## src/rtl/rv_pkg.sv

```systemverilog
// Shared widths, encodings and pipeline records for the RV32 integer subset core
// Only the R and I views of an instruction word exist; U, B and J immediates are
// rebuilt from the R view's fields in decode
package rv_pkg;

   // -------------------------------------------------------------------------
   // Widths and reset state
   // -------------------------------------------------------------------------
   localparam int XLEN      = 32;                   // Data path width
   localparam int PC_W      = 32;                   // Address width
   localparam int REG_IDX_W = 5;                    // Register index width
   localparam int NUM_GPR   = 2 ** REG_IDX_W;       // Architectural registers
   localparam logic [PC_W-1:0] RESET_PC = '0;       // First fetch address

   // Major opcodes
   localparam logic [6:0] OP_LUI    = 7'b0110111;
   localparam logic [6:0] OP_IMM    = 7'b0010011;
   localparam logic [6:0] OP_REG    = 7'b0110011;
   localparam logic [6:0] OP_BRANCH = 7'b1100011;
   localparam logic [6:0] OP_JAL    = 7'b1101111;
   localparam logic [6:0] OP_SYSTEM = 7'b1110011;

   // Function codes of the supported subset
   localparam logic [2:0]  F3_ADD   = 3'b000;       // ADD, SUB, ADDI
   localparam logic [2:0]  F3_SLT   = 3'b010;
   localparam logic [2:0]  F3_XOR   = 3'b100;
   localparam logic [2:0]  F3_OR    = 3'b110;
   localparam logic [2:0]  F3_AND   = 3'b111;
   localparam logic [2:0]  F3_BEQ   = 3'b000;
   localparam logic [2:0]  F3_BNE   = 3'b001;
   localparam logic [2:0]  F3_PRIV  = 3'b000;       // WFI lives here
   localparam logic [6:0]  F7_BASE  = 7'h00;
   localparam logic [6:0]  F7_SUB   = 7'h20;
   localparam logic [11:0] F12_WFI  = 12'h105;

   typedef enum logic [2:0] {
      ALU_ADD, ALU_SUB, ALU_AND, ALU_OR, ALU_XOR, ALU_SLT, ALU_PASS_B
   } alu_op_e;

   // -------------------------------------------------------------------------
   // Instruction word views, MSB first
   // -------------------------------------------------------------------------
   typedef struct packed {
      logic [6:0]           funct7;
      logic [REG_IDX_W-1:0] rs2;
      logic [REG_IDX_W-1:0] rs1;
      logic [2:0]           funct3;
      logic [REG_IDX_W-1:0] rd;
      logic [6:0]           opcode;
   } r_fmt_t;

   typedef struct packed {
      logic [11:0]          imm12;
      logic [REG_IDX_W-1:0] rs1;
      logic [2:0]           funct3;
      logic [REG_IDX_W-1:0] rd;
      logic [6:0]           opcode;
   } i_fmt_t;

   typedef union packed {
      r_fmt_t r;
      i_fmt_t i;
   } instr_u;

   // -------------------------------------------------------------------------
   // Stage records
   // -------------------------------------------------------------------------
   typedef struct packed {
      logic            valid;
      logic [PC_W-1:0] pc;
      instr_u          instr;
   } f2d_t;

   typedef struct packed {
      logic                 valid;
      logic [PC_W-1:0]      pc;
      alu_op_e              alu_op;
      logic [REG_IDX_W-1:0] rd;
      logic [REG_IDX_W-1:0] rs1;
      logic [REG_IDX_W-1:0] rs2;
      logic [XLEN-1:0]      rs1_val;
      logic [XLEN-1:0]      rs2_val;
      logic [XLEN-1:0]      imm;
      logic                 use_imm;         // B operand is imm
      logic                 we;              // Writes rd
      logic                 is_br;
      logic                 br_eq;           // BEQ when set, else BNE
      logic                 is_jal;
      logic                 is_wfi;
   } d2e_t;

   typedef struct packed {
      logic                 valid;
      logic [PC_W-1:0]      pc;
      logic [REG_IDX_W-1:0] rd;
      logic [XLEN-1:0]      data;
   } commit_t;

   typedef struct packed {
      logic            valid;
      logic [PC_W-1:0] target;
   } reload_t;

endpackage

```

## src/rtl/gpr.sv

```systemverilog
// 32 x 32 general purpose registers, two read ports and one write port
// A read of the register being written returns the new value; x0 reads zero
`timescale 1ns/1ps

module gpr
   import rv_pkg::*;
(
   input  logic                 clk_in,
   input  logic                 rst_n,
   input  logic [REG_IDX_W-1:0] rs1_idx,
   input  logic [REG_IDX_W-1:0] rs2_idx,
   output logic [XLEN-1:0]      rs1_val,
   output logic [XLEN-1:0]      rs2_val,
   input  commit_t              wr            // Writeback from execute
);
   logic [XLEN-1:0] regs_q [NUM_GPR];

   // One read port, write-first bypass
   function automatic logic [XLEN-1:0] rd_port(input logic [REG_IDX_W-1:0] idx);
      if (idx == '0)
         return '0;
      if (wr.valid && wr.rd == idx)
         return wr.data;
      return regs_q[idx];
   endfunction

   always_comb
   begin
      rs1_val = rd_port(rs1_idx);
      rs2_val = rd_port(rs2_idx);
   end

   always_ff @(posedge clk_in)
   begin
      if (!rst_n)
      begin
         for (int i = 0; i < NUM_GPR; i++)
            regs_q[i] <= '0;
      end
      else if (wr.valid && wr.rd != '0)
         regs_q[wr.rd] <= wr.data;                  // x0 never written
   end

endmodule

```

## src/rtl/fetch.sv

```systemverilog
// Fetch stage, one instruction word per request on a level/ack port
// ic_req and ic_addr hold until ic_ack; a word acked after a reload is discarded
`timescale 1ns/1ps

module fetch
   import rv_pkg::*;
(
   input  logic            clk_in,
   input  logic            rst_n,
   input  logic            halted,       // No new request while set
   input  reload_t         reload,       // Taken branch or jump from execute
   output logic            ic_req,
   output logic [PC_W-1:0] ic_addr,
   input  logic            ic_ack,       // One cycle, ic_data valid with it
   input  logic [XLEN-1:0] ic_data,
   output f2d_t            f2d
);
   logic [PC_W-1:0] pc_q;                // Address of the next request
   logic [PC_W-1:0] addr_q;              // Address of the outstanding request
   logic            req_q;
   logic            drop_q;              // Outstanding word is stale
   logic [PC_W-1:0] next_pc;
   logic            take;                // Acked word goes to decode
   f2d_t            f2d_q;

   assign next_pc = reload.valid ? reload.target : pc_q;
   assign take    = req_q & ic_ack & ~drop_q & ~reload.valid;

   assign ic_req  = req_q;
   assign ic_addr = addr_q;
   assign f2d     = f2d_q;

   // -------------------------------------------------------------------------
   // Request and PC control
   // -------------------------------------------------------------------------
   always_ff @(posedge clk_in)
   begin
      if (!rst_n)
      begin
         req_q  <= 1'b0;
         drop_q <= 1'b0;
         pc_q   <= RESET_PC;
         addr_q <= RESET_PC;
      end
      else if (req_q)
      begin
         if (ic_ack)
         begin
            req_q  <= 1'b0;                                   // Re-raise next cycle
            drop_q <= 1'b0;
            pc_q   <= take ? addr_q + PC_W'(4) : next_pc;
         end
         else if (reload.valid)
         begin
            drop_q <= 1'b1;                                   // Kill the late word
            pc_q   <= reload.target;
         end
      end
      else
      begin
         pc_q <= next_pc;
         if (!halted)
         begin
            req_q  <= 1'b1;
            addr_q <= next_pc;                                // Target wins on reload
         end
      end
   end

   // Fetch to decode register
   always_ff @(posedge clk_in)
   begin
      if (take)
      begin
         f2d_q.pc    <= addr_q;
         f2d_q.instr <= ic_data;
      end
      f2d_q.valid <= take;
      if (!rst_n)
         f2d_q.valid <= 1'b0;
   end

endmodule

```

## src/rtl/decode.sv

```systemverilog
// Decode stage: fields, immediates and register read for the RV32 subset
// Opcodes outside the subset become bubbles and never reach commit
`timescale 1ns/1ps

module decode
   import rv_pkg::*;
(
   input  logic                 clk_in,
   input  logic                 rst_n,
   input  logic                 flush,         // Reload from execute
   input  f2d_t                 f2d,
   output logic [REG_IDX_W-1:0] rs1_idx,
   output logic [REG_IDX_W-1:0] rs2_idx,
   input  logic [XLEN-1:0]      rs1_val,
   input  logic [XLEN-1:0]      rs2_val,
   output d2e_t                 d2e
);
   instr_u          iw;
   logic            known;                     // Opcode is in the subset
   alu_op_e         alu_op;
   logic            use_imm;
   logic            we;
   logic            is_br;
   logic            br_eq;
   logic            is_jal;
   logic            is_wfi;
   logic [XLEN-1:0] imm;
   d2e_t            d2e_q;

   assign iw      = f2d.instr;
   assign rs1_idx = iw.r.rs1;
   assign rs2_idx = iw.r.rs2;
   assign d2e     = d2e_q;

   // -------------------------------------------------------------------------
   // Opcode and function decode
   // -------------------------------------------------------------------------
   always_comb
   begin
      known   = 1'b0;
      alu_op  = ALU_ADD;
      use_imm = 1'b0;
      we      = 1'b0;
      is_br   = 1'b0;
      br_eq   = 1'b0;
      is_jal  = 1'b0;
      is_wfi  = 1'b0;
      imm     = {{20{iw.i.imm12[11]}}, iw.i.imm12};               // I form by default
      case (iw.r.opcode)
         OP_LUI:
         begin
            known   = 1'b1;
            we      = 1'b1;
            use_imm = 1'b1;
            alu_op  = ALU_PASS_B;
            imm     = {iw.r.funct7, iw.r.rs2, iw.r.rs1, iw.r.funct3, 12'h000};
         end
         OP_IMM:
         begin
            known   = iw.i.funct3 inside {F3_ADD, F3_XOR, F3_OR, F3_AND};
            we      = 1'b1;
            use_imm = 1'b1;
            case (iw.i.funct3)
               F3_XOR:  alu_op = ALU_XOR;
               F3_OR:   alu_op = ALU_OR;
               F3_AND:  alu_op = ALU_AND;
               default: alu_op = ALU_ADD;
            endcase
         end
         OP_REG:
         begin
            we = 1'b1;
            case (iw.r.funct3)
               F3_ADD:  alu_op = (iw.r.funct7 == F7_SUB) ? ALU_SUB : ALU_ADD;
               F3_SLT:  alu_op = ALU_SLT;
               F3_XOR:  alu_op = ALU_XOR;
               F3_OR:   alu_op = ALU_OR;
               default: alu_op = ALU_AND;
            endcase
            known = (iw.r.funct3 inside {F3_ADD, F3_SLT, F3_XOR, F3_OR, F3_AND}
                     && iw.r.funct7 == F7_BASE)
                  || (iw.r.funct3 == F3_ADD && iw.r.funct7 == F7_SUB);
         end
         OP_BRANCH:
         begin
            known = iw.r.funct3 inside {F3_BEQ, F3_BNE};
            is_br = 1'b1;
            br_eq = (iw.r.funct3 == F3_BEQ);
            imm   = {{19{iw.r.funct7[6]}}, iw.r.funct7[6], iw.r.rd[0],
                     iw.r.funct7[5:0], iw.r.rd[4:1], 1'b0};
         end
         OP_JAL:
         begin
            known  = 1'b1;
            we     = 1'b1;
            is_jal = 1'b1;
            imm    = {{11{iw.r.funct7[6]}}, iw.r.funct7[6], iw.r.rs1, iw.r.funct3,
                      iw.r.rs2[0], iw.r.funct7[5:0], iw.r.rs2[4:1], 1'b0};
         end
         OP_SYSTEM:
         begin
            known  = (iw.i.imm12 == F12_WFI) && (iw.i.funct3 == F3_PRIV);
            is_wfi = 1'b1;
         end
         default: known = 1'b0;                                   // Passes as no-op
      endcase
   end

   // Decode to execute register, payload loads every cycle
   always_ff @(posedge clk_in)
   begin
      d2e_q.pc      <= f2d.pc;
      d2e_q.alu_op  <= alu_op;
      d2e_q.rd      <= iw.r.rd;
      d2e_q.rs1     <= iw.r.rs1;
      d2e_q.rs2     <= iw.r.rs2;
      d2e_q.rs1_val <= rs1_val;
      d2e_q.rs2_val <= rs2_val;
      d2e_q.imm     <= imm;
      d2e_q.use_imm <= use_imm;
      d2e_q.we      <= we;
      d2e_q.is_br   <= is_br;
      d2e_q.br_eq   <= br_eq;
      d2e_q.is_jal  <= is_jal;
      d2e_q.is_wfi  <= is_wfi;
      d2e_q.valid   <= f2d.valid & known & ~flush;
      if (!rst_n)
         d2e_q.valid <= 1'b0;
   end

endmodule

```

## src/rtl/execute.sv

```systemverilog
// Execute stage with the writeback register that feeds the GPR write port and commit
// Forwarding covers only the instruction one ahead; older results come through the
// write-first GPR read in decode
`timescale 1ns/1ps

module execute
   import rv_pkg::*;
(
   input  logic    clk_in,
   input  logic    rst_n,
   input  d2e_t    d2e,
   output reload_t reload,          // Combinational, flushes fetch and decode
   output logic    wfi_hit,
   output commit_t commit
);
   commit_t         commit_q;
   logic [XLEN-1:0] op_a;           // rs1 after forwarding
   logic [XLEN-1:0] op_b;           // rs2 after forwarding
   logic [XLEN-1:0] alu_b;
   logic [XLEN-1:0] alu_res;
   logic [XLEN-1:0] wb_data;
   logic            equal;
   logic            taken;

   // Writeback result replaces a stale register value
   function automatic logic [XLEN-1:0] fwd(input logic [REG_IDX_W-1:0] idx,
                                           input logic [XLEN-1:0]      reg_val,
                                           input commit_t              wb);
      if (wb.valid && wb.rd == idx && idx != '0)
         return wb.data;
      return reg_val;
   endfunction

   assign op_a  = fwd(d2e.rs1, d2e.rs1_val, commit_q);
   assign op_b  = fwd(d2e.rs2, d2e.rs2_val, commit_q);
   assign alu_b = d2e.use_imm ? d2e.imm : op_b;

   // -------------------------------------------------------------------------
   // ALU
   // -------------------------------------------------------------------------
   always_comb
   begin
      case (d2e.alu_op)
         ALU_SUB:    alu_res = op_a - alu_b;
         ALU_AND:    alu_res = op_a & alu_b;
         ALU_OR:     alu_res = op_a | alu_b;
         ALU_XOR:    alu_res = op_a ^ alu_b;
         ALU_SLT:    alu_res = {{(XLEN-1){1'b0}}, $signed(op_a) < $signed(alu_b)};
         ALU_PASS_B: alu_res = alu_b;                             // LUI
         default:    alu_res = op_a + alu_b;
      endcase
   end

   // JAL links the return address
   assign wb_data = d2e.is_jal ? d2e.pc + PC_W'(4) : alu_res;

   // -------------------------------------------------------------------------
   // Branch resolution and WFI
   // -------------------------------------------------------------------------
   assign equal = (op_a == op_b);
   assign taken = d2e.valid & (d2e.is_jal | (d2e.is_br & (d2e.br_eq == equal)));

   assign reload.valid  = taken;
   assign reload.target = d2e.pc + d2e.imm;                       // B and J are pc relative
   assign wfi_hit       = d2e.valid & d2e.is_wfi;

   // Writeback register, only real writes to x1..x31 commit
   always_ff @(posedge clk_in)
   begin
      commit_q.pc    <= d2e.pc;
      commit_q.rd    <= d2e.rd;
      commit_q.data  <= wb_data;
      commit_q.valid <= d2e.valid & d2e.we & (d2e.rd != '0);
      if (!rst_n)
         commit_q.valid <= 1'b0;
   end

   assign commit = commit_q;

endmodule

```

## src/rtl/rv_core.sv

```systemverilog
// Four stage in-order RV32 subset core: fetch, decode, execute, writeback
// No loads, stores, CSRs or traps; ext_irq only wakes the core from WFI
`timescale 1ns/1ps

module rv_core
   import rv_pkg::*;
(
   input  logic            clk_in,
   input  logic            rst_n,
   input  logic            ext_irq,      // Wake from WFI
   output logic            ic_req,
   output logic [PC_W-1:0] ic_addr,
   input  logic            ic_ack,
   input  logic [XLEN-1:0] ic_data,
   output commit_t         commit        // Retire trace of register writes
);
   f2d_t                 f2d;
   d2e_t                 d2e;
   reload_t              reload;
   logic                 wfi_hit;
   logic                 halted;
   logic [REG_IDX_W-1:0] rs1_idx;
   logic [REG_IDX_W-1:0] rs2_idx;
   logic [XLEN-1:0]      rs1_val;
   logic [XLEN-1:0]      rs2_val;

   // -------------------------------------------------------------------------
   // Pipeline stages
   // -------------------------------------------------------------------------
   fetch u_fetch
   (
      .clk_in(clk_in), .rst_n(rst_n),
      .halted(halted),
      .reload(reload),                                  // Also drops a late word
      .ic_req(ic_req), .ic_addr(ic_addr),
      .ic_ack(ic_ack), .ic_data(ic_data),
      .f2d(f2d)
   );

   decode u_decode
   (
      .clk_in(clk_in), .rst_n(rst_n),
      .flush(reload.valid),                             // Younger instr in decode
      .f2d(f2d),
      .rs1_idx(rs1_idx), .rs2_idx(rs2_idx),
      .rs1_val(rs1_val), .rs2_val(rs2_val),
      .d2e(d2e)
   );

   execute u_execute
   (
      .clk_in(clk_in), .rst_n(rst_n),
      .d2e(d2e),
      .reload(reload),
      .wfi_hit(wfi_hit),
      .commit(commit)
   );

   gpr u_gpr
   (
      .clk_in(clk_in), .rst_n(rst_n),
      .rs1_idx(rs1_idx), .rs2_idx(rs2_idx),
      .rs1_val(rs1_val), .rs2_val(rs2_val),
      .wr(commit)                                       // Writeback port
   );

   // -------------------------------------------------------------------------
   // Halt on WFI, wake on reset or ext_irq
   // -------------------------------------------------------------------------
   always_ff @(posedge clk_in)
   begin
      if (!rst_n || ext_irq)
         halted <= 1'b0;                                // Clearing wins
      else if (wfi_hit)
         halted <= 1'b1;
   end

endmodule

```

## config.mk

```make
export PLATFORM = sky130hd
export DESIGN_NAME = rv_core
export DESIGN_NICKNAME = d
export VERILOG_FILES = /design/src/rtl/rv_pkg.sv /design/src/rtl/gpr.sv /design/src/rtl/fetch.sv /design/src/rtl/decode.sv /design/src/rtl/execute.sv /design/src/rtl/rv_core.sv
export SDC_FILE = /design/constraint.sdc
export NUM_CORES = 2
export LEC_CHECK = 0
export BUFFER_PORTS_ARGS = -buffer_cell sky130_fd_sc_hd__buf_2
export CAP_MARGIN = 20
export CORE_ASPECT_RATIO = 0.8
export CORE_MARGIN = 2
export CORE_UTILIZATION = 30
export CTS_BUF_LIST = sky130_fd_sc_hd__clkbuf_4 sky130_fd_sc_hd__clkbuf_8
export CTS_CLUSTER_DIAMETER = 30
export CTS_CLUSTER_SIZE = 40
export DETAILED_ROUTE_END_ITERATION = 10
export PLACE_DENSITY_LB_ADDON = 0.25
export SLEW_MARGIN = 20
export SYNTH_ARGS = -nofsm -noshare
export SYNTH_HDL_FRONTEND = slang
export SYNTH_HIERARCHICAL = 1
export SYNTH_SLANG_ARGS = --single-unit
```

## constraint.sdc

```tcl
create_clock -name clk_in -period 4.87 [get_ports clk_in]
set_clock_uncertainty 0.2 [all_clocks]
set_input_delay 0.487 -clock clk_in [delete_from_list [all_inputs] [get_ports clk_in]]
set_output_delay 0.487 -clock clk_in [all_outputs]
set_load 0.1 [all_outputs]
```

# Word level (Yosys, flattened, before mapping)
# Memories as Yosys holds them, arrays and structs flattened. A register that Yosys moved wholly into a read port is not among the register bits.
# Index checks and enable logic that the tools add are counted.
[totals]
regBits = 355
ramBits = 1024
in_bits = 36
output_inout_bits = 103
elab_cells = 160
memories = 1
[mem_list]
columns = ["name", "words", "width", "read_ports", "rd_clocked_by_memory_dff", "write_ports", "line_no", "rtl"]
rows = [
  ["u_gpr.regs_q", 32, 32, 2, 2, 32, "gpr.sv:16", "logic [XLEN-1:0] regs_q [NUM_GPR];"],
]
[classes]
addsub = 5
order_cmp = 1
eq_ne = 25
muxes = 52
bitwise = 18
reduce_logical = 31
[op_table]
columns = ["operator", "n"]
rows = [
  ["$mux W32", 19],
  ["$pmux W32 S6", 1],
  ["$pmux W31 S3", 1],
  ["$add A32 B3 Y32 const B", 2],
  ["$add A32 B32 Y32", 2],
  ["$and A32 B32 Y32", 1],
  ["$eq A32 B32 Y1", 1],
  ["$lt A32 B32 Y1", 1],
  ["$or A32 B32 Y32", 1],
  ["$reduce_or A32 Y1", 1],
  ["$sub A32 B32 Y32", 1],
  ["$xor A32 B32 Y32", 1],
  ["$reduce_bool A5 Y1", 5],
  ["$mux W1", 24],
  ["$eq A7 B6 Y1 const B", 3],
  ["$eq A7 B7 Y1 const B", 3],
  ["$eq A5 B5 Y1", 4],
  ["$eq A3 B3 Y1 const B", 6],
  ["$pmux W3 S3", 2],
  ["$mux W5", 3],
  ["$eq A12 B9 Y1 const B", 1],
  ["$pmux W3 S4", 1],
  ["$and A1 B1 Y1", 10],
  ["$logic_and A1 B1 Y1", 10],
  ["other kinds (17)", 28],
]

# Longest topological paths before layout
[logic_depth]
ltp_word = 15
depth_mapped = 21
mapped_depth_nobuf = 18

# Modules after synthesis
# Netlist, hierarchy kept.
[by_module_without_submodules]
columns = ["module", "n_inst", "cells_per_inst", "area_each_um2", "seq_area_each_um2"]
rows = [
  ["gpr", 1, 3813, 55089.1, 30749.5],
  ["execute", 1, 1605, 11497.3, 1401.3],
  ["fetch", 1, 438, 5246.3, 3263.1],
  ["decode", 1, 259, 3784.9, 3062.9],
  ["rv_core", 1, 3, 36.3, 20.0],
]

# Worst setup path before layout
# No wires, ideal clock.
[synth_timing]
path_kind = "register to register"
from = "register u_execute.commit_q, in the netlist u_execute/commit[32]"
to = "register u_fetch.f2d_q, in the netlist u_fetch/f2d[0] (enable)"
arrival_time_ns = 5.014
required_time_ns = 4.274
path_slack_ns = -0.740
path_stages_with_launch = 20
synth_period_minus_slack_ns = 5.610
cell_sequence = "dfxtp_1 -> xnor2_1 -> and2_1 -> clkbuf_1 -> clkbuf_1 -> nand4_1 -> o211ai_1 -> nand4b_1 -> nor4_1 -> nand4_1 -> xor2_1 -> a21oi_1 -> nor2b_1 -> buf_4 -> buf_2 -> nand4bb_1 -> buf_2 -> inv_1 -> buf_2 -> buf_2"
[synth_via]
elab_chain_len = 12
[synth_rtl]
columns = ["element", "line_no", "rtl"]
rows = [
  ["from (decl)", "execute.sv:16", "commit_t commit_q;"],
  ["$eq A5 B5 Y1", "execute.sv:29", "if (wb.valid && wb.rd == idx && idx != '0)"],
  ["$logic_and A1 B1 Y1 (2 in series)", "execute.sv:29", ""],
  ["$mux W1", "execute.sv:29", ""],
  ["$mux W32", "execute.sv:31", "return reg_val;"],
  ["$eq A32 B32 Y1 *", "execute.sv:60", "assign equal = (op_a == op_b);"],
  ["$eq A1 B1 Y1 *", "execute.sv:61", "assign taken = d2e.valid & (d2e.is_jal | (d2e.is_br & (d2e.br_eq == equal)));"],
  ["$and A1 B1 Y1 *", "execute.sv:61", ""],
  ["$or A1 B1 Y1 *", "execute.sv:61", ""],
  ["$and A1 B1 Y1 *", "execute.sv:61", ""],
  ["named net u_execute.taken", "execute.sv:23", "logic taken;"],
  ["$not A1 Y1 *", "fetch.sv:27", "assign take = req_q & ic_ack & ~drop_q & ~reload.valid;"],
  ["$and A1 B1 Y1 *", "fetch.sv:27", ""],
  ["named net u_fetch.take", "fetch.sv:23", "logic take;"],
  ["to (decl)", "fetch.sv:24", "f2d_t f2d_q;"],
]
# The timed path passes the listed nets; every way through them passes the cells marked *.
# A chain may end at the register's enable or synchronous reset.

==> summary.md <==
| Metric | Value |
|---|---|
| Post-synthesis cell area | `75700 um^2` |
| Fillers | `23.9k` |
| Synth cell types | `114` |
| Run status | `finished, violations left` |
| Final period utilization | `100%` |
| Reg power frac | `38.3%` |
| Power per cell area | `390 nW/um^2` |
| Port bufs | `138` |
| TritonCTS Sinks | `1379` |
| CP max-delay cell | `o211ai_1` |
| Syn Inst Count | `6118` |
| Hold_sp | `ic_data[24]` |
| Async SR Flop Fraction | `0%` |
| Clk_lat worst skew | `0.96 ns` |
| DRC | `0` |
| Cell family with most CP delay | `buffers and inverters` |
| Syn Area/Cell | `12.4 um^2` |
| Vias in the first global route | `56.6k` |
| Number of synthesized flops with an enable pin | `1088` |
| Worst vdd ir | `0.328 mV` |
| Via count | `57.4k` |
| Row cnt | `164` |
| Slew HR | `22.2%` |
| Worst-path clk slew | `0.06 ns` |
| Worst-path cell chain | `or2_4 -> buf_6 -> o21a_4 -> buf_12 -> buf_6 -> o31a_1 -> buf_4 -> o211ai_1 -> nand4b_1 -> nor4_2 -> buf_4 -> nand4_1 -> buf_4 -> xor2_2 -> a21oi_2 -> nor2b_4 -> nand4bb_4 -> clkinv_4 -> buf_12 -> buf_12` |
| Largest net degree at the start of global routing | `90` |
| RSZ-0062 raised after global routing | `true` |
| CTS buffer count | `327` |
| Critical Path RT | `5.26 ns` |
| Final setup fails | `7` |
| Critical path launch point type | `register` |
| Main synth FF type | `edfxtp_1` |
| Wirelength, routed | `306000 um` |
| DRT iter0 DRCs | `7325` |
| Final min period | `4.88 ns` |
| Area contributors post-synth | `edfxtp_1 43%, mux4_2 11%, and2_1 8.4%` |
| Switching share of power | `31.4%` |
| Grt ovf | `0` |
| P_leak | `34.9 nW` |
| Worst r2r src | `u_decode/d2e[106]$_DFF_P_` |
| Die Y | `453 um` |
| Pint | `24.7 mW` |
| Slew @ Worst Pin | `1.17 ns` |
| Core area | `250000 um^2` |
| CTS tree | `built` |
| Hold WS | `0.0774 ns` |
| Comb pwr share | `18.4%` |
| Antenna-violating nets left | `0` |
| Pre-antenna DRT Iters | `8` |
| Setup CP Type | `register to register` |
| Longest Clk Path Bufs | `4` |
| Die ar. | `256000 um^2` |
| Pre-CTS WS | `-0.142 ns` |
| DIE WIDTH | `565 um` |
| Clock Power Share | `43.3%` |
| Final #Nets | `6833` |
| DR WL/cell | `29.8 um` |
| Synth top area share | `43.2%` |
| Commonest cells after routing, fill and taps aside | `1088 x edfxtp_1, 1013 x and2_1, 504 x buf_4` |
| Flops & latches, synth | `1379` |
| Global-route wire length before repair | `428000 um` |
| Starting Density | `30.2%` |
| Cell taking the most area after synthesis | `edfxtp_1` |
| GPL Wtd Cong | `0.954` |
| Vias/cell | `5.59` |
| CP arrival | `5.27 ns` |
| Net Sw Power | `11.3 mW` |
| Post-synthesis sequential area ratio | `50.9%` |
| Boundary Pins | `139` |
| Tot Pwr | `35.9 mW` |
| Tot GR Track Use | `23.2%` |
| Post-detail-place hpwl | `205000 um` |
| Highest clock rate | `205 MHz` |
| Hold Fails Final Rpt | `0` |
| Synthesis warning total | `6` |
| CP endpoint kind | `register` |
| Pins Over Slew Limit | `0` |
| PnR worst setup slack | `-0.0104 ns` |
| Clock root cell | `clkbuf_8` |
| Layout cell share with drive strength beyond 1 | `27.3%` |
| Failing checks | `setup timing` |
| Worst setup startpoint | `u_decode/d2e[106]$_DFF_P_` |
| Crit-path max FO | `22` |
| Max cap viols | `0` |
| Max stage delay on crit path | `0.51 ns` |
| Area Growth Syn to Fin | `21.7%` |
| Commonest non-fill, non-tap cell in the layout | `edfxtp_1` |
| Initial antenna violation count | `16` |
| CTS H-Tree Depth | `5` |
| Type of the tightest min-delay check | `input pin to register` |
| Buf/Inv on CP | `9` |
==> synth_stat cells (39+ instances only) <==
cell type / n
a21oi_1: 229
nand4_1: 68
and4_1: 41
inv_1: 127
xnor2_1: 71
nor3_1: 62
a21o_1: 49
edfxtp_1: 1088
a211oi_1: 106
mux2i_1: 365
nand2_1: 224
mux4_2: 371
clkbuf_1: 377
a221oi_1: 44
buf_2: 100
nand3_1: 68
a22oi_1: 112
o221ai_1: 50
nor2_1: 200
dfxtp_1: 291
o22ai_1: 47
and2_1: 1016
o31ai_1: 39
o21ai_0: 180
o211ai_1: 56
ha_1: 130
==> power by group through the flow <==
stage               Clock (mW)  Sequential (mW)  Combinational, mW
floorplan                    0             14.7               2.86
global placement             0             14.0               6.37
detailed placement           0             14.0               6.38
CTS                       15.8             13.7               6.44
global route              16.3             13.8               6.94
finish                    15.5             13.8               6.61
==> per-stage QoR <==
step / utilization (%) / setup TNS, ns / instance area, um^2 / cells
after CTS: 36.5 / 0 / 91300 / 10200
after global placement: 33.3 / -0.674 / 83400 / 9596
after detailed placement: 33.3 / -2.92 / 83400 / 9596
after floorplan: - / 0 / 75800 / 6149
final: 36.8 / -0.0487 / 92100 / 10300
after global routing: 36.8 / -1.02 / 92000 / 10300
==> flip-flops by register name, indices dropped and copies added (netlist names) <==
signal            count
u_gpr/regs_q       1024
u_decode/d2e        153
u_execute/commit     70
u_fetch/f2d          65
u_fetch/ic_addr      32
u_fetch/pc_q         32
halted                1
u_fetch/drop_q        1
u_fetch/ic_req        1
==> layer usage <==
metal / global-route usage [%] / vias to the layer above / part of all wire, %
met5: 0 / - / 0.016
met4: 6.83 / 4 / 2.8
met3: 5.41 / 428 / 10
met2: 33.4 / 3048 / 42
met1: 34.3 / 29400 / 45
li1: - / 24500 / -
==> final cells by class <==
cell class	instances	area, um^2	area share [%]
well taps	3320	4150	4.51
clock buffers	380	4990	5.42
multi-input cells	4083	35400	38.4
repair buffers	743	6080	6.60
flip-flops and latches	1379	38500	41.8
inverters	130	493	0.535
diodes	9	22.5	0.0245
clock inverters	217	2430	2.64
==> cell families after synthesis <==
group | Yosys count | synth area share, %
xor+xnor | 104 | 1.20
mux | 751 | 16.1
buf+inv | 687 | 4.06
other cells | 1 | 0.00496
flops | 1379 | 50.9
fa+ha+maj | 134 | 2.24
compound gates | 1209 | 11.4
simple gates | 1853 | 14.1
==> repair_timing <==
item                                    in CTS  in global routing
resized for setup                           13                113
gates cloned                                 0                  5
buffers inserted                             1                 13
pin swaps                                    4                 43
hold buffers                                40                  0
endpoints found under the hold margin       63                  0
endpoints found under the setup margin      85                141
==> path summary, 6_finish.rpt <==
kind | end | slack (ns) | cells past startpoint
worst max-delay path | u_fetch/f2d[3]$_DFFE_PN_ | -0.01 | 20
worst min register to register | u_decode/d2e[146]$_DFF_P_ | 0.11 | 0
worst max register to register | u_fetch/f2d[3]$_DFFE_PN_ | -0.01 | 20
worst min-delay path | u_fetch/f2d[24]$_DFFE_PN_ | 0.08 | 2
(Power assumes the default switching activity.)
